### src/axi_lite_pkg.sv
package axi_lite_pkg;

    // bus geometry.
    localparam int ADDR_W = 32;
    localparam int DATA_W = 32;
    localparam int STRB_W = DATA_W / 8;
    localparam int PROT_W = 3;

    // register file geometry.
    localparam int REG_COUNT = 16;
    localparam int REG_IDX_W = $clog2(REG_COUNT);
    localparam int ADDR_LSB  = $clog2(STRB_W);   // byte offset bits inside a word.

    // first byte address past the register file.
    localparam logic [ADDR_W-1:0] REG_SPAN = ADDR_W'(REG_COUNT * STRB_W);

    typedef logic [ADDR_W-1:0] addr_t;
    typedef logic [DATA_W-1:0] data_t;
    typedef logic [STRB_W-1:0] strb_t;
    typedef logic [PROT_W-1:0] prot_t;

    // axi response codes.
    typedef enum logic [1:0] {
        OKAY   = 2'b00,
        EXOKAY = 2'b01,
        SLVERR = 2'b10,
        DECERR = 2'b11
    } axi_resp_t;

    // everything a master drives.
    typedef struct packed {
        addr_t awaddr;
        prot_t awprot;
        logic  awvalid;
        data_t wdata;
        strb_t wstrb;
        logic  wvalid;
        logic  bready;
        addr_t araddr;
        prot_t arprot;
        logic  arvalid;
        logic  rready;
    } axi_lite_req_t;

    // everything a slave drives.
    typedef struct packed {
        logic      awready;
        logic      wready;
        logic      bvalid;
        axi_resp_t bresp;
        logic      arready;
        logic      rvalid;
        data_t     rdata;
        axi_resp_t rresp;
    } axi_lite_rsp_t;

    // interconnect grant for one master and one direction at a time.
    typedef enum logic [2:0] {
        IDLE,
        M1_READ,
        M1_WRITE,
        M2_READ,
        M2_WRITE
    } grant_state_t;

endpackage

### src/axi_interconnect.sv
`timescale 1ns/10ps

module axi_interconnect
    import axi_lite_pkg::*;
(
    input  logic          aclk,
    input  logic          aresetn,
    input  axi_lite_req_t m1_req,
    output axi_lite_rsp_t m1_rsp,
    input  axi_lite_req_t m2_req,
    output axi_lite_rsp_t m2_rsp,
    output axi_lite_req_t s_req,
    input  axi_lite_rsp_t s_rsp
);

    grant_state_t state;
    grant_state_t next_state;

    logic m1_rd_req;
    logic m1_wr_req;
    logic m2_rd_req;
    logic m2_wr_req;

    logic m1_sel;
    logic m2_sel;
    logic rd_sel;
    logic wr_sel;
    logic rd_done;
    logic wr_done;

    axi_lite_req_t src_req;   // request of the granted master.
    axi_lite_rsp_t back_rsp;  // slave response, masked to the granted direction.

    // keep only the read address and read data channels of a request.
    function automatic axi_lite_req_t req_read(input axi_lite_req_t r);
        axi_lite_req_t o;
        o         = '0;
        o.araddr  = r.araddr;
        o.arprot  = r.arprot;
        o.arvalid = r.arvalid;
        o.rready  = r.rready;
        return o;
    endfunction

    // keep only the write address, write data and write response channels.
    function automatic axi_lite_req_t req_write(input axi_lite_req_t r);
        axi_lite_req_t o;
        o         = '0;
        o.awaddr  = r.awaddr;
        o.awprot  = r.awprot;
        o.awvalid = r.awvalid;
        o.wdata   = r.wdata;
        o.wstrb   = r.wstrb;
        o.wvalid  = r.wvalid;
        o.bready  = r.bready;
        return o;
    endfunction

    function automatic axi_lite_rsp_t rsp_read(input axi_lite_rsp_t r);
        axi_lite_rsp_t o;
        o         = '0;
        o.arready = r.arready;
        o.rvalid  = r.rvalid;
        o.rdata   = r.rdata;
        o.rresp   = r.rresp;
        return o;
    endfunction

    function automatic axi_lite_rsp_t rsp_write(input axi_lite_rsp_t r);
        axi_lite_rsp_t o;
        o         = '0;
        o.awready = r.awready;
        o.wready  = r.wready;
        o.bvalid  = r.bvalid;
        o.bresp   = r.bresp;
        return o;
    endfunction

    // a read needs only arvalid, a write needs both address and data.
    assign m1_rd_req = m1_req.arvalid;
    assign m1_wr_req = m1_req.awvalid && m1_req.wvalid;
    assign m2_rd_req = m2_req.arvalid;
    assign m2_wr_req = m2_req.awvalid && m2_req.wvalid;

    assign m1_sel = (state == M1_READ) || (state == M1_WRITE);
    assign m2_sel = (state == M2_READ) || (state == M2_WRITE);
    assign rd_sel = (state == M1_READ) || (state == M2_READ);
    assign wr_sel = (state == M1_WRITE) || (state == M2_WRITE);

    // response handshakes seen on the slave side of the mux.
    assign rd_done = s_rsp.rvalid && s_req.rready;
    assign wr_done = s_rsp.bvalid && s_req.bready;

    always_comb begin
        next_state = state;
        case (state)
            IDLE: begin
                if (m1_rd_req) begin
                    next_state = M1_READ;
                end else if (m1_wr_req) begin
                    next_state = M1_WRITE;
                end else if (m2_rd_req) begin
                    next_state = M2_READ;
                end else if (m2_wr_req) begin
                    next_state = M2_WRITE;
                end
            end
            M1_READ, M2_READ: begin
                if (rd_done) next_state = IDLE;   // release on the r handshake.
            end
            M1_WRITE, M2_WRITE: begin
                if (wr_done) next_state = IDLE;   // release on the b handshake.
            end
            default: next_state = IDLE;
        endcase
    end

    always_ff @(posedge aclk) begin
        if (!aresetn) begin
            state <= IDLE;
        end else begin
            state <= next_state;
        end
    end

    // routing follows the registered grant only.
    always_comb begin
        s_req    = '0;
        back_rsp = '0;
        m1_rsp   = '0;
        m2_rsp   = '0;

        if (m1_sel) begin
            src_req = m1_req;
        end else if (m2_sel) begin
            src_req = m2_req;
        end else begin
            src_req = '0;
        end

        if (rd_sel) begin
            s_req    = req_read(src_req);
            back_rsp = rsp_read(s_rsp);
        end else if (wr_sel) begin
            s_req    = req_write(src_req);
            back_rsp = rsp_write(s_rsp);
        end

        if (m1_sel) m1_rsp = back_rsp;   // the other master sees all zero.
        if (m2_sel) m2_rsp = back_rsp;
    end

endmodule

### src/axi_lite_regfile.sv
`timescale 1ns/10ps

module axi_lite_regfile
    import axi_lite_pkg::*;
(
    input  logic          aclk,
    input  logic          aresetn,
    input  axi_lite_req_t req,
    output axi_lite_rsp_t rsp
);

    data_t regs [REG_COUNT];

    logic [REG_IDX_W-1:0] w_idx;
    logic [REG_IDX_W-1:0] r_idx;
    logic                 w_in_range;
    logic                 r_in_range;

    logic aw_hs;   // address and data accepted together.
    logic ar_hs;

    // pending write response.
    logic      bvalid_q;
    axi_resp_t bresp_q;

    // pending read response.
    logic      rvalid_q;
    data_t     rdata_q;
    axi_resp_t rresp_q;

    assign w_idx      = req.awaddr[ADDR_LSB +: REG_IDX_W];
    assign r_idx      = req.araddr[ADDR_LSB +: REG_IDX_W];
    assign w_in_range = req.awaddr < REG_SPAN;
    assign r_in_range = req.araddr < REG_SPAN;

    // one response slot per direction, so ready waits for it to drain.
    assign aw_hs = req.awvalid && req.wvalid && !bvalid_q;
    assign ar_hs = req.arvalid && !rvalid_q;

    // register array with byte strobes.
    always_ff @(posedge aclk) begin
        if (!aresetn) begin
            for (int i = 0; i < REG_COUNT; i++) begin
                regs[i] <= '0;
            end
        end else if (aw_hs && w_in_range) begin
            for (int b = 0; b < STRB_W; b++) begin
                if (req.wstrb[b]) begin
                    regs[w_idx][8*b +: 8] <= req.wdata[8*b +: 8];
                end
            end
        end
    end

    // write response channel.
    always_ff @(posedge aclk) begin
        if (!aresetn) begin
            bvalid_q <= 1'b0;
        end else if (aw_hs) begin
            bvalid_q <= 1'b1;
        end else if (bvalid_q && req.bready) begin
            bvalid_q <= 1'b0;
        end
    end

    always_ff @(posedge aclk) begin
        if (aw_hs) begin
            bresp_q <= w_in_range ? OKAY : SLVERR;
        end
    end

    // read data channel.
    always_ff @(posedge aclk) begin
        if (!aresetn) begin
            rvalid_q <= 1'b0;
        end else if (ar_hs) begin
            rvalid_q <= 1'b1;
        end else if (rvalid_q && req.rready) begin
            rvalid_q <= 1'b0;
        end
    end

    always_ff @(posedge aclk) begin
        if (ar_hs) begin
            if (r_in_range) begin
                rdata_q <= regs[r_idx];
                rresp_q <= OKAY;
            end else begin
                rdata_q <= '0;       // out of range reads as zero.
                rresp_q <= SLVERR;
            end
        end
    end

    always_comb begin
        rsp         = '0;
        rsp.awready = aw_hs;
        rsp.wready  = aw_hs;
        rsp.bvalid  = bvalid_q;
        rsp.bresp   = bresp_q;
        rsp.arready = ar_hs;
        rsp.rvalid  = rvalid_q;
        rsp.rdata   = rdata_q;
        rsp.rresp   = rresp_q;
    end

endmodule

### src/axi_subsystem_top.sv
`timescale 1ns/10ps

module axi_subsystem_top
    import axi_lite_pkg::*;
(
    input  logic          aclk,
    input  logic          aresetn,
    input  axi_lite_req_t m1_req,
    output axi_lite_rsp_t m1_rsp,
    input  axi_lite_req_t m2_req,
    output axi_lite_rsp_t m2_rsp
);

    // shared slave port between arbiter and register file.
    axi_lite_req_t s_req;
    axi_lite_rsp_t s_rsp;

    // two masters share one slave for one transaction per grant.
    axi_interconnect u_interconnect (
        .aclk    (aclk),
        .aresetn (aresetn),
        .m1_req  (m1_req),
        .m1_rsp  (m1_rsp),
        .m2_req  (m2_req),
        .m2_rsp  (m2_rsp),
        .s_req   (s_req),
        .s_rsp   (s_rsp)
    );

    // sixteen word register file.
    axi_lite_regfile u_regfile (
        .aclk    (aclk),
        .aresetn (aresetn),
        .req     (s_req),
        .rsp     (s_rsp)
    );

endmodule

### config.mk
export PLATFORM = sky130hd
export DESIGN_NAME = axi_subsystem_top
export DESIGN_NICKNAME = d
export VERILOG_FILES = /design/src/axi_lite_pkg.sv /design/src/axi_interconnect.sv /design/src/axi_lite_regfile.sv /design/src/axi_subsystem_top.sv
export SDC_FILE = /design/constraint.sdc
export NUM_CORES = 1
export LEC_CHECK = 0
export BUFFER_PORTS_ARGS = -buffer_cell sky130_fd_sc_hd__buf_4
export CORE_UTILIZATION = 45
export CTS_BUF_LIST = sky130_fd_sc_hd__clkbuf_4 sky130_fd_sc_hd__clkbuf_8 sky130_fd_sc_hd__clkbuf_16
export CTS_CLUSTER_SIZE = 12
export DETAILED_ROUTE_END_ITERATION = 8
export GPL_ROUTABILITY_DRIVEN = 0
export HOLD_SLACK_MARGIN = 0.08
export PLACE_DENSITY = 0.72
export SLEW_MARGIN = 15
export SYNTH_ARGS = -nofsm -noshare
export SYNTH_HDL_FRONTEND = slang
export SYNTH_HIERARCHICAL = 1
export SYNTH_SLANG_ARGS = --single-unit
export TNS_END_PERCENT = 10
### constraint.sdc
create_clock -name aclk -period 6.1 [get_ports aclk]
set_input_delay 0.61 -clock aclk [delete_from_list [all_inputs] [get_ports aclk]]
set_output_delay 0.61 -clock aclk [all_outputs]
set_load 0.05 [all_outputs]
==> metrics.txt, run 1 <==
# TYPE chip_impl_metric gauge
chip_impl_metric{name="power.ir.vdd_worst",unit="uV"} 206
chip_impl_info{name="critPathCaptureType",value="register"} 1
chip_impl_metric{name="die_w",unit="um"} 243
chip_impl_metric{name="syn-cell-area",unit="um^2"} 26000
chip_impl_metric{name="wl",unit="mm"} 72.5
chip_impl_metric{name="place.detailed.hpwl",unit="mm"} 46.8
chip_impl_metric{name="routed-via-count",unit=""} 17786
chip_impl_metric{name="std_cell_core_area",unit="um^2"} 56800
chip_impl_metric{name="worst-path-max-fanout",unit=""} 30
chip_impl_metric{name="postCtsHoldBufs",unit=""} 0
chip_impl_metric{name="globalRouteTotalUtil",unit=""} 0.243
chip_impl_metric{name="power.leakage",unit="nW"} 10.4
chip_impl_metric{name="min_period",unit="ns"} 4.73
chip_impl_metric{name="num-fill-cells",unit=""} 4697
chip_impl_metric{name="clk_pin_slew_worst_paths",unit="ns"} 0.06
chip_impl_metric{name="maximum_buffer_depth_of_the_clock_tree",unit=""} 3
chip_impl_metric{name="numCtsBuffers",unit=""} 56
chip_impl_metric{name="final-setup-viol-count",unit=""} 0
chip_impl_metric{name="powerDensity",unit="nW/um^2"} 291
chip_impl_metric{name="final.setup_skew",unit="ns"} 0.0209
chip_impl_metric{name="syn_avg_cell_area",unit="um^2"} 13.2
chip_impl_metric{name="wire_length_per_cell",unit="um"} 24.3
chip_impl_metric{name="critPathMaxStageDelay",unit="ns"} 1.12
chip_impl_info{name="clock_tree.root_cell",value="clkbuf_16"} 1
chip_impl_metric{name="worstMarginPinSlew",unit="ns"} 1.28
chip_impl_info{name="worst_setup_path_start_kind",value="register"} 1
chip_impl_metric{name="max_freq",unit="GHz"} 0.211
chip_impl_metric{name="number_of_routed_nets_with_antenna_violations",unit=""} 0
chip_impl_info{name="cts_tree",value="yes"} 1
chip_impl_metric{name="drive_gt1_frac",unit=""} 0.271
chip_impl_metric{name="worstPathArrival",unit="ns"} 5.18
chip_impl_metric{name="die_area",unit="um^2"} 58800
chip_impl_metric{name="detail_route.vias_per_cell",unit=""} 5.95
chip_impl_metric{name="drt-initial-drc-count",unit=""} 2382
chip_impl_metric{name="pin_count_of_the_biggest_net_entering_global_routing",unit=""} 81
chip_impl_metric{name="grt_pass1_vias",unit=""} 17360
chip_impl_metric{name="maxCapViolCount",unit=""} 0
chip_impl_metric{name="ios",unit=""} 306
chip_impl_info{name="layout.cells.most_common_list",value="nor2_1 (615), edfxtp_1 (546), buf_4 (359), a22oi_1 (133), mux4_2 (128)"} 1
chip_impl_info{name="status",value="finished clean"} 1
chip_impl_metric{name="dpl_worst_slack",unit="ns"} 1.42
chip_impl_metric{name="ctsResizeCount",unit=""} 0
chip_impl_metric{name="period_share",unit=""} 0.776
chip_impl_info{name="min-delay-path-class",value="primary input to register"} 1
chip_impl_info{name="critical_path.slowest_cell",value="nand4_1"} 1
chip_impl_metric{name="std_cell_rows",unit=""} 87
chip_impl_metric{name="route.detailed.drc",unit=""} 0
chip_impl_metric{name="die_height",unit="um"} 243
chip_impl_metric{name="relSlewSlack",unit=""} 0.148
chip_impl_metric{name="setup_total_negative_slack",unit="ns"} 0
chip_impl_metric{name="drt-pass1-iter-count",unit=""} 6
chip_impl_metric{name="grt_antenna_before_repair",unit=""} 0
chip_impl_metric{name="grt_overflow_total",unit=""} 0
chip_impl_metric{name="global_route_wire_length_before_repair",unit="mm"} 107
chip_impl_metric{name="h_tree_level_count",unit=""} 2
chip_impl_metric{name="num_antenna_cells",unit=""} 0
chip_impl_info{name="crit_type",value="register to register"} 1
chip_impl_metric{name="hold_violation_total_from_the_final_report",unit=""} 0
chip_impl_info{name="setup_repair_after_global_routing_missed_its_margin",value="no"} 1
chip_impl_metric{name="placement.io_buffers",unit=""} 281
chip_impl_metric{name="clock_insertion_delay_worst_skew",unit="ns"} 0.61
chip_impl_metric{name="number_of_clock_sinks",unit=""} 551
chip_impl_info{name="layout_commonest_cell",value="nor2_1"} 1
chip_impl_metric{name="layout.nets",unit=""} 2418
chip_impl_metric{name="crit_required",unit="ns"} 6.54
chip_impl_metric{name="timing.final.max_slew_violations",unit=""} 0
chip_impl_metric{name="area_growth_syn_to_layout",unit="%"} 16.7
chip_impl_metric{name="final_ws_setup",unit="ns"} 1.37
chip_impl_metric{name="postSynthCellCount",unit=""} 1979
chip_impl_metric{name="yosys_warnings",unit=""} 6
chip_impl_metric{name="worst-r2r-setup-slack",unit="ns"} 1.37
chip_impl_metric{name="initial_core_util",unit=""} 0.458
chip_impl_info{name="critical_path.cell_chain",value="nor2b_4 > buf_4 > a22oi_1 > nor2_1 > nor4_1 > and4_1 > nand4_1 > buf_4 > nor2_1"} 1
chip_impl_metric{name="cts.repair_timing.setup_buffer_count",unit=""} 0
[layout make-up]
type	instances	area, um^2	area share
tap	756	946	0.0311
multi-input combinational	1222	8450	0.278
clock buffer	78	1600	0.0527
sequential	551	16500	0.543
timing repair buffer	361	2740	0.0900
inverter	2	7.51	0.000247
clock inverter	17	135	0.00445
[sequential cells by signal, indices dropped and copies added (netlist names)]
register              cells
u_regfile/rresp_q         1
u_regfile/bvalid_q        1
u_regfile/regs          512
u_regfile/bresp_q         1
u_regfile/rdata_q        32
u_interconnect/state      3
u_regfile/rvalid_q        1
[metrics by stage]
stage | cells | hold WS, ns | total power [mW] | utilization | cell area (um^2)
2_1_floorplan | 1980 | 0.514 | 5.20 | - | 26000
3_3_place_gp | 2892 | 0.566 | 5.59 | 0.504 | 28600
3_5_place_dp | 2892 | 0.603 | 5.62 | 0.504 | 28600
4_1_cts | 2987 | 0.404 | 8.87 | 0.535 | 30400
5_1_grt | 2987 | 0.449 | 9.08 | 0.535 | 30400
6_report | 2987 | 0.441 | 8.83 | 0.535 | 30400
[worst max-delay path: cells and delay by family, from the launching register on]
| kind | cells | cell delay, ns |
|---|---|---|
| DFF | 1 | 0.62 |
| AOI/OAI and AO/OA | 1 | 0.17 |
| buffers and inverters | 2 | 0.89 |
| and+or+nand+nor | 6 | 2.84 |
[per-layer routing]
| layer | track usage | vias to the layer above | wire, um |
|---|---|---|---|
| li1 | - | 7703 | - |
| met1 | 0.330 | 8965 | 28100 |
| met2 | 0.401 | 993 | 35600 |
| met3 | 0.0391 | 125 | 6770 |
| met4 | 0.0784 | 0 | 2050 |
| met5 | 0 | - | 0 |
[power by group]
part           total [mW]  leakage, nW  internal (mW)  switching, mW
Sequential           4.34         5.64           4.29         0.0533
Clock                3.28        0.876           1.90           1.38
Combinational        1.21         3.88          0.442          0.763
Total                8.83         10.4           6.63           2.20
[final timing paths]
path                           start                      end  depth (start not counted)
max          u_interconnect/state[2]     u_regfile/regs[0][1]                          9
min                        m1_req[1]  u_interconnect/state[2]                          4
max reg2reg  u_interconnect/state[2]     u_regfile/regs[0][1]                          9
min reg2reg       u_regfile/rvalid_q       u_regfile/rvalid_q                          2
Power figures use the tool's default switching activity.
==> inputs of run 2 (changes only) <==
ABC_AREA = 1   (was default)
PLACE_DENSITY = 0.74   (was 0.72)
clock period = 4.3 ns   (was 6.1 ns; I/O delays follow)
==> metrics.txt, run 2 <==
# TYPE chip_impl_metric gauge
chip_impl_info{name="status",value="finished, violations left"} 1
chip_impl_info{name="violated_checks",value="DRC"} 1
chip_impl_metric{name="maxCapViolCount",unit=""} 0
chip_impl_info{name="critPathCaptureType",value="register"} 1
chip_impl_metric{name="number_of_routed_nets_with_antenna_violations",unit=""} 0
chip_impl_metric{name="worstMarginPinSlew",unit="ns"} 1.17
chip_impl_metric{name="detail_route.vias_per_cell",unit=""} 5.33
chip_impl_metric{name="grt_antenna_before_repair",unit=""} 0
chip_impl_metric{name="largest_register_ffs",unit=""} 512
chip_impl_metric{name="powerDensity",unit="nW/um^2"} 547
chip_impl_metric{name="clock_insertion_delay_worst_skew",unit="ns"} 0.62
chip_impl_metric{name="setup_total_negative_slack",unit="ns"} 0
chip_impl_metric{name="die_w",unit="um"} 255
chip_impl_metric{name="period_share",unit=""} 0.944
chip_impl_metric{name="final-setup-viol-count",unit=""} 0
chip_impl_metric{name="worst-path-max-fanout",unit=""} 71
chip_impl_info{name="crit_type",value="register to register"} 1
chip_impl_metric{name="place.detailed.hpwl",unit="mm"} 52.1
chip_impl_metric{name="route.detailed.drc",unit=""} 1
chip_impl_metric{name="layout.nets",unit=""} 3777
chip_impl_metric{name="cts.repair_timing.setup_buffer_count",unit=""} 0
chip_impl_metric{name="power.switching",unit="mW"} 7.68
chip_impl_metric{name="num-fill-cells",unit=""} 5730
chip_impl_metric{name="numCtsBuffers",unit=""} 55
chip_impl_metric{name="hold_violation_total_from_the_final_report",unit=""} 0
chip_impl_info{name="layout_commonest_cell",value="nand2_1"} 1
chip_impl_metric{name="grt_pass1_vias",unit=""} 22482
chip_impl_metric{name="wire_length_per_cell",unit="um"} 18.3
chip_impl_metric{name="num_antenna_cells",unit=""} 0
chip_impl_info{name="min-delay-path-class",value="primary input to register"} 1
chip_impl_metric{name="std_cell_core_area",unit="um^2"} 63300
chip_impl_metric{name="syn-cell-area",unit="um^2"} 28900
chip_impl_metric{name="placement.io_buffers",unit=""} 281
chip_impl_metric{name="p_comb_frac",unit=""} 0.404
chip_impl_metric{name="syn_avg_cell_area",unit="um^2"} 8.51
chip_impl_metric{name="worstPathArrival",unit="ns"} 4.32
chip_impl_metric{name="wl",unit="mm"} 81.1
chip_impl_metric{name="final.setup_skew",unit="ns"} 0.0244
chip_impl_metric{name="die_height",unit="um"} 255
chip_impl_metric{name="final_design_area_no_fill",unit="um^2"} 33100
chip_impl_metric{name="yosys_warnings",unit=""} 6
chip_impl_metric{name="postSynthCellCount",unit=""} 3397
chip_impl_metric{name="clk_pin_slew_worst_paths",unit="ns"} 0.06
chip_impl_info{name="setup_repair_after_global_routing_missed_its_margin",value="no"} 1
chip_impl_metric{name="drt-pass1-iter-count",unit=""} 8
chip_impl_metric{name="hold_depth",unit=""} 4
chip_impl_metric{name="timing.final.max_slew_violations",unit=""} 0
chip_impl_metric{name="placedInstanceArea",unit="um^2"} 31500
chip_impl_metric{name="drt-initial-drc-count",unit=""} 2557
chip_impl_info{name="worst_setup_path_start_kind",value="register"} 1
chip_impl_metric{name="grt_overflow_total",unit=""} 0
chip_impl_info{name="largest_registers",value="u_regfile/regs: 512 flops, u_regfile/rdata_q: 32 flops, u_interconnect/state: 3 flops"} 1
chip_impl_metric{name="number_of_clock_sinks",unit=""} 551
chip_impl_metric{name="area_growth_syn_to_layout",unit="%"} 14.5
chip_impl_metric{name="ff2ff_path_depth",unit=""} 11
chip_impl_metric{name="std_cell_rows",unit=""} 92
chip_impl_metric{name="postCtsHoldBufs",unit=""} 0
chip_impl_metric{name="globalRouteTotalUtil",unit=""} 0.245
chip_impl_metric{name="switch_share",unit=""} 0.425
chip_impl_metric{name="global_route_wire_length_before_repair",unit="mm"} 125
chip_impl_metric{name="power.ir.vdd_worst",unit="uV"} 813
chip_impl_info{name="clock_tree.root_cell",value="clkbuf_16"} 1
chip_impl_metric{name="ios",unit=""} 306
chip_impl_metric{name="h_tree_level_count",unit=""} 2
chip_impl_metric{name="crit_required",unit="ns"} 4.56
chip_impl_metric{name="routed-via-count",unit=""} 23595
chip_impl_metric{name="drive_gt1_frac",unit=""} 0.134
chip_impl_metric{name="die_area",unit="um^2"} 65300
chip_impl_metric{name="seq_power_share",unit=""} 0.347
chip_impl_metric{name="maximum_buffer_depth_of_the_clock_tree",unit=""} 3
chip_impl_metric{name="power.clock.fraction",unit=""} 0.248
chip_impl_metric{name="power.leakage",unit="nW"} 13.8
chip_impl_metric{name="ctsResizeCount",unit=""} 0
chip_impl_metric{name="max_freq",unit="GHz"} 0.246
chip_impl_info{name="cts_tree",value="yes"} 1
chip_impl_metric{name="min_period",unit="ns"} 4.06
chip_impl_metric{name="initial_core_util",unit=""} 0.457
chip_impl_metric{name="pin_count_of_the_biggest_net_entering_global_routing",unit=""} 192
chip_impl_info{name="layout.cells.most_common_list",value="nand2_1 (1269), nor2_1 (733), edfxtp_1 (546), buf_4 (311), inv_1 (182)"} 1
chip_impl_info{name="top_register",value="u_regfile/regs"} 1
chip_impl_metric{name="relSlewSlack",unit=""} 0.219
chip_impl_metric{name="cellInternalPower",unit="mW"} 10.4
==> run 2: worst max-delay path: stages (launching register included) <==
cell and delay (ns):
dfxtp_2 0.36, nand2_1 0.10, nand2_1 0.12, a21oi_4 0.15, buf_12 0.29, buf_4 0.40
nand2_1 0.09, a21oi_1 0.34, nand2_1 0.17, nor2_1 0.78, nand4_2 0.43, nand2_1 0.43
==> run 2: worst paths after layout <==
kind                            from                      end  slack, ns
max          u_interconnect/state[1]    u_regfile/regs[13][8]       0.24
min reg2reg  u_interconnect/state[2]  u_interconnect/state[2]       0.60
min                        m1_req[1]  u_interconnect/state[1]       0.13
max reg2reg  u_interconnect/state[1]    u_regfile/regs[13][8]       0.24
==> run 2: layout make-up <==
| class | instances | area [um^2] | area share |
|---|---|---|---|
| Clock buffer | 66 | 1490 | 0.0451 |
| Clock inverter | 17 | 119 | 0.00359 |
| Inverter | 195 | 739 | 0.0223 |
| Multi-Input combinational cell | 2430 | 10700 | 0.323 |
| Sequential cell | 551 | 16500 | 0.498 |
| Tap cell | 846 | 1060 | 0.0320 |
| Timing Repair Buffer | 320 | 2510 | 0.0760 |
==> run 2: metrics by stage <==
stage / cells / utilization / power, mW / hold WS, ns / setup slack, ns
after global placement: 4342 / 0.497 / 13.5 / 0.586 / 0.405
final: 4425 / 0.523 / 18.1 / 0.134 / 0.241
after CTS: 4425 / 0.523 / 18.0 / 0.123 / 0.316
after detailed placement: 4342 / 0.497 / 13.6 / 0.590 / 0.356
after global routing: 4425 / 0.523 / 18.9 / 0.159 / 0.0587
after floorplan: 3398 / - / 11.7 / 0.526 / 0.351
==> run 2: per-layer routing <==
| layer | global-route usage | vias up | share of wire |
|---|---|---|---|
| li1 | - | 11205 | - |
| met3 | 0.0361 | 201 | 0.088 |
| met4 | 0.105 | 0 | 0.039 |
| met5 | 0 | - | 0 |
| met1 | 0.318 | 11079 | 0.39 |
| met2 | 0.409 | 1110 | 0.48 |
==> run 2: power by group through the flow <==
stage / clock network [mW] / registers [mW] / logic, mW
floorplan: 0 / 6.37 / 5.31
global placement: 0 / 6.39 / 7.11
detailed placement: 0 / 6.40 / 7.19
CTS: 4.53 / 6.29 / 7.22
global route: 4.74 / 6.31 / 7.84
finish: 4.49 / 6.29 / 7.32
==> inputs of run 3 (changes only) <==
CAP_MARGIN = 0   (was default)
CTS_CLUSTER_SIZE = 20   (was 12)
SYNTH_HIERARCHICAL = default   (was 1)
==> metrics.txt, run 3 <==
# TYPE chip_impl_metric gauge
chip_impl_info{name="status",value="finished clean"} 1
chip_impl_info{name="min-delay-path-class",value="primary input to register"} 1
chip_impl_metric{name="switch_share",unit=""} 0.395
chip_impl_metric{name="timing.final.max_slew_violations",unit=""} 0
chip_impl_metric{name="p_comb_frac",unit=""} 0.346
chip_impl_metric{name="std_cell_core_area",unit="um^2"} 61800
chip_impl_metric{name="grt_antenna_before_repair",unit=""} 2
chip_impl_metric{name="worstMarginPinSlew",unit="ns"} 1.18
chip_impl_metric{name="final_ws_setup",unit="ns"} 0.312
chip_impl_info{name="count_leader_synth",value="nor2_1"} 1
chip_impl_metric{name="syn_avg_cell_area",unit="um^2"} 9.23
chip_impl_info{name="layout_commonest_cell",value="nor2_1"} 1
chip_impl_metric{name="seq_power_share",unit=""} 0.377
chip_impl_metric{name="hold_violation_total_from_the_final_report",unit=""} 0
chip_impl_metric{name="power.leakage",unit="nW"} 12.7
chip_impl_metric{name="power.clock.fraction",unit=""} 0.276
chip_impl_metric{name="routed-via-count",unit=""} 23273
chip_impl_metric{name="ys_async_sr_fraction",unit=""} 0
chip_impl_metric{name="grt_pass1_vias",unit=""} 21648
chip_impl_metric{name="die_area",unit="um^2"} 63800
chip_impl_metric{name="num_antenna_cells",unit=""} 0
chip_impl_info{name="post_synth_most_frequent_cells",value="nor2_1 (632), edfxtp_1 (546), nand3_1 (531)"} 1
chip_impl_metric{name="pin_count_of_the_biggest_net_entering_global_routing",unit=""} 203
chip_impl_metric{name="crit_required",unit="ns"} 4.57
chip_impl_info{name="crit_path_frequent_cell",value="nand2_1"} 1
chip_impl_metric{name="area_growth_syn_to_layout",unit="%"} 15.9
chip_impl_info{name="synth_top_cell_by_area",value="edfxtp_1"} 1
chip_impl_metric{name="route.detailed.drc",unit=""} 0
chip_impl_metric{name="drt-pass1-iter-count",unit=""} 6
chip_impl_metric{name="placement.io_buffers",unit=""} 281
chip_impl_metric{name="yosys_warnings",unit=""} 0
chip_impl_metric{name="final.setup_skew",unit="ns"} 0.0198
chip_impl_metric{name="setup_total_negative_slack",unit="ns"} 0
chip_impl_metric{name="h_tree_level_count",unit=""} 2
chip_impl_metric{name="postCtsHoldBufs",unit=""} 0
chip_impl_metric{name="die_height",unit="um"} 253
chip_impl_info{name="route.top_layer_used",value="met5"} 1
chip_impl_metric{name="syn-cell-area",unit="um^2"} 28300
chip_impl_metric{name="period_share",unit=""} 0.927
chip_impl_info{name="largest_registers",value="u_regfile.regs: 512 flops, u_regfile.rdata_q: 32 flops, u_interconnect.state: 3 flops"} 1
chip_impl_metric{name="worst-path-max-fanout",unit=""} 32
chip_impl_info{name="critPathCaptureType",value="register"} 1
chip_impl_metric{name="std_cell_rows",unit=""} 91
chip_impl_metric{name="clk_pin_slew_worst_paths",unit="ns"} 0.06
chip_impl_metric{name="number_of_flip_flops_and_latches_in_the_synthesized_netlist",unit=""} 551
chip_impl_metric{name="placed_cells_incl_taps",unit=""} 4019
chip_impl_metric{name="worstPathArrival",unit="ns"} 4.26
chip_impl_metric{name="critPathMaxStageDelay",unit="ns"} 0.94
chip_impl_metric{name="largest_register_ffs",unit=""} 512
chip_impl_metric{name="final-setup-viol-count",unit=""} 0
chip_impl_metric{name="cellInternalPower",unit="mW"} 10.1
chip_impl_metric{name="global_route_wire_length_before_repair",unit="mm"} 128
chip_impl_metric{name="min_period",unit="ns"} 3.99
chip_impl_metric{name="detail_route.vias_per_cell",unit=""} 5.65
chip_impl_info{name="critical_path.cell_chain",value="inv_2 > nand2_2 > nand2_1 > nand2_1 > inv_2 > nand2_1 > nand3_1 > nor2_1 > nand3_2 > nand2_1"} 1
chip_impl_metric{name="powerDensity",unit="nW/um^2"} 510
chip_impl_metric{name="drt-initial-drc-count",unit=""} 3069
chip_impl_metric{name="max_freq",unit="GHz"} 0.251
chip_impl_metric{name="route.met3.wl",unit="mm"} 9.76
chip_impl_metric{name="power.switching",unit="mW"} 6.60
chip_impl_metric{name="ios",unit=""} 306
chip_impl_metric{name="synth_top_cell_area_share",unit=""} 0.580
chip_impl_metric{name="maximum_buffer_depth_of_the_clock_tree",unit=""} 3
chip_impl_metric{name="finalNonFillerCells",unit=""} 4119
chip_impl_info{name="worst_setup_path_start_kind",value="register"} 1
chip_impl_info{name="clock_tree.root_cell",value="clkbuf_16"} 1
chip_impl_metric{name="clock_insertion_delay_worst_skew",unit="ns"} 0.62
chip_impl_metric{name="grt_overflow_total",unit=""} 0
chip_impl_info{name="post_synth_main_area_contributors",value="edfxtp_1 (58%), nand3_1 (9.4%), nor2_1 (8.4%), nand3b_1 (6.0%), nand2_1 (5.4%)"} 1
chip_impl_metric{name="dpl_worst_slack",unit="ns"} 0.231
chip_impl_metric{name="number_of_routed_nets_with_antenna_violations",unit=""} 0
chip_impl_metric{name="initial_core_util",unit=""} 0.457
chip_impl_info{name="setup_repair_after_global_routing_missed_its_margin",value="no"} 1
chip_impl_metric{name="critical_path_buf_inv_count",unit=""} 2
chip_impl_info{name="critPathTopFamily",value="simple AND/OR/NAND/NOR gates"} 1
chip_impl_metric{name="maxCapViolCount",unit=""} 0
chip_impl_metric{name="drive_gt1_frac",unit=""} 0.154
chip_impl_metric{name="met2WireLength",unit="mm"} 39.1
chip_impl_metric{name="number_of_clock_sinks",unit=""} 551
chip_impl_metric{name="die_w",unit="um"} 253
chip_impl_metric{name="wire_length_per_cell",unit="um"} 20.9
chip_impl_metric{name="postSynthCellCount",unit=""} 3062
chip_impl_metric{name="post_synth_num_cell_types",unit=""} 28
chip_impl_info{name="critical_path.slowest_cell",value="nor2_1"} 1
chip_impl_metric{name="place.detailed.hpwl",unit="mm"} 55.2
chip_impl_metric{name="power.ir.vdd_worst",unit="uV"} 529
chip_impl_metric{name="layout.nets",unit=""} 3463
chip_impl_metric{name="globalRouteTotalUtil",unit=""} 0.266
chip_impl_info{name="crit_type",value="register to register"} 1
chip_impl_info{name="dominantRegCellSynth",value="edfxtp_1"} 1
chip_impl_metric{name="numCtsBuffers",unit=""} 55
chip_impl_metric{name="wl",unit="mm"} 86.0
chip_impl_info{name="cts_tree",value="yes"} 1
chip_impl_info{name="layout.cells.most_common_list",value="nor2_1 (629), edfxtp_1 (546), nand3_1 (531), nand2_1 (404), buf_4 (328)"} 1
chip_impl_info{name="top_register",value="u_regfile.regs"} 1
chip_impl_metric{name="share_of_the_yosys_chip_area_belonging_to_registers",unit=""} 0.584
chip_impl_metric{name="detail_route.wirelength.met1",unit="mm"} 34.0
chip_impl_metric{name="relSlewSlack",unit=""} 0.211
chip_impl_metric{name="number_of_enable_flip_flop_cells_after_synthesis",unit=""} 546
==> run 3: cell families (layout without fill, tap and decap cells) <==
group | Yosys count | after routing | synth area share
buf+inv | 537 | 754 | 0.0756
flops | 551 | 551 | 0.584
other cells | 1 | 4 | 0.000133
compound gates | 89 | 89 | 0.0209
simple gates | 1884 | 1884 | 0.320
==> run 3: repair_timing <==
| item | CTS | global route |
|---|---|---|
| setup endpoints to repair | 0 | 8 |
| resized for setup | 0 | 1 |
| setup buffers | 0 | 0 |
==> run 3: layout make-up <==
| class | count | area [um^2] |
|---|---|---|
| multi-input cells | 1977 | 9720 |
| repair buffers | 336 | 2620 |
| inverters | 318 | 1190 |
| clock inverters | 33 | 216 |
| fillers | 5481 | 29100 |
| clock buffers | 67 | 1470 |
| flip-flops and latches | 551 | 16500 |
| well taps | 837 | 1050 |
==> run 3: worst min-delay path, stage by stage <==
cell	delay (ns)
buf_4	0.10
inv_1	0.04
nand3_1	0.06
a21oi_1	0.06
==> run 3: final timing paths <==
path | start | endpoint | slack, ns | cells past startpoint
worst min-delay path | m1_req[1] | u_interconnect.state[1] | 0.13 | 4
worst min register to register | u_regfile.rvalid_q | u_regfile.rvalid_q | 0.62 | 2
worst max register to register | u_interconnect.state[1] | u_regfile.regs[6][10] | 0.31 | 10
worst max-delay path | u_interconnect.state[1] | u_regfile.regs[6][10] | 0.31 | 10
==> run 3: routing by layer <==
metal | GRT usage | vias to the layer above
li1 | - | 10649
met1 | 0.365 | 11088
met2 | 0.413 | 1347
met3 | 0.0513 | 187
met4 | 0.106 | 2
met5 | 0 | -
==> run 3: power groups by stage <==
stage	sequential [mW]	clock [mW]	combinational, mW
4_1_cts	6.30	4.61	5.65
3_5_place_dp	6.41	0	5.63
6_report	6.30	4.61	5.78
2_1_floorplan	6.37	0	3.65
5_1_grt	6.32	4.83	6.08
3_3_place_gp	6.40	0	5.58
==> run 3: per-stage QoR <==
stage	total power [mW]	hold WS [ns]	cell area (um^2)	utilization
6_report	16.7	0.128	32800	0.530
5_1_grt	17.2	0.145	32800	0.530
4_1_cts	16.6	0.105	32800	0.530
3_5_place_dp	12.0	0.592	31100	0.503
3_3_place_gp	12.0	0.560	31100	0.503
2_1_floorplan	10.0	0.480	28300	-
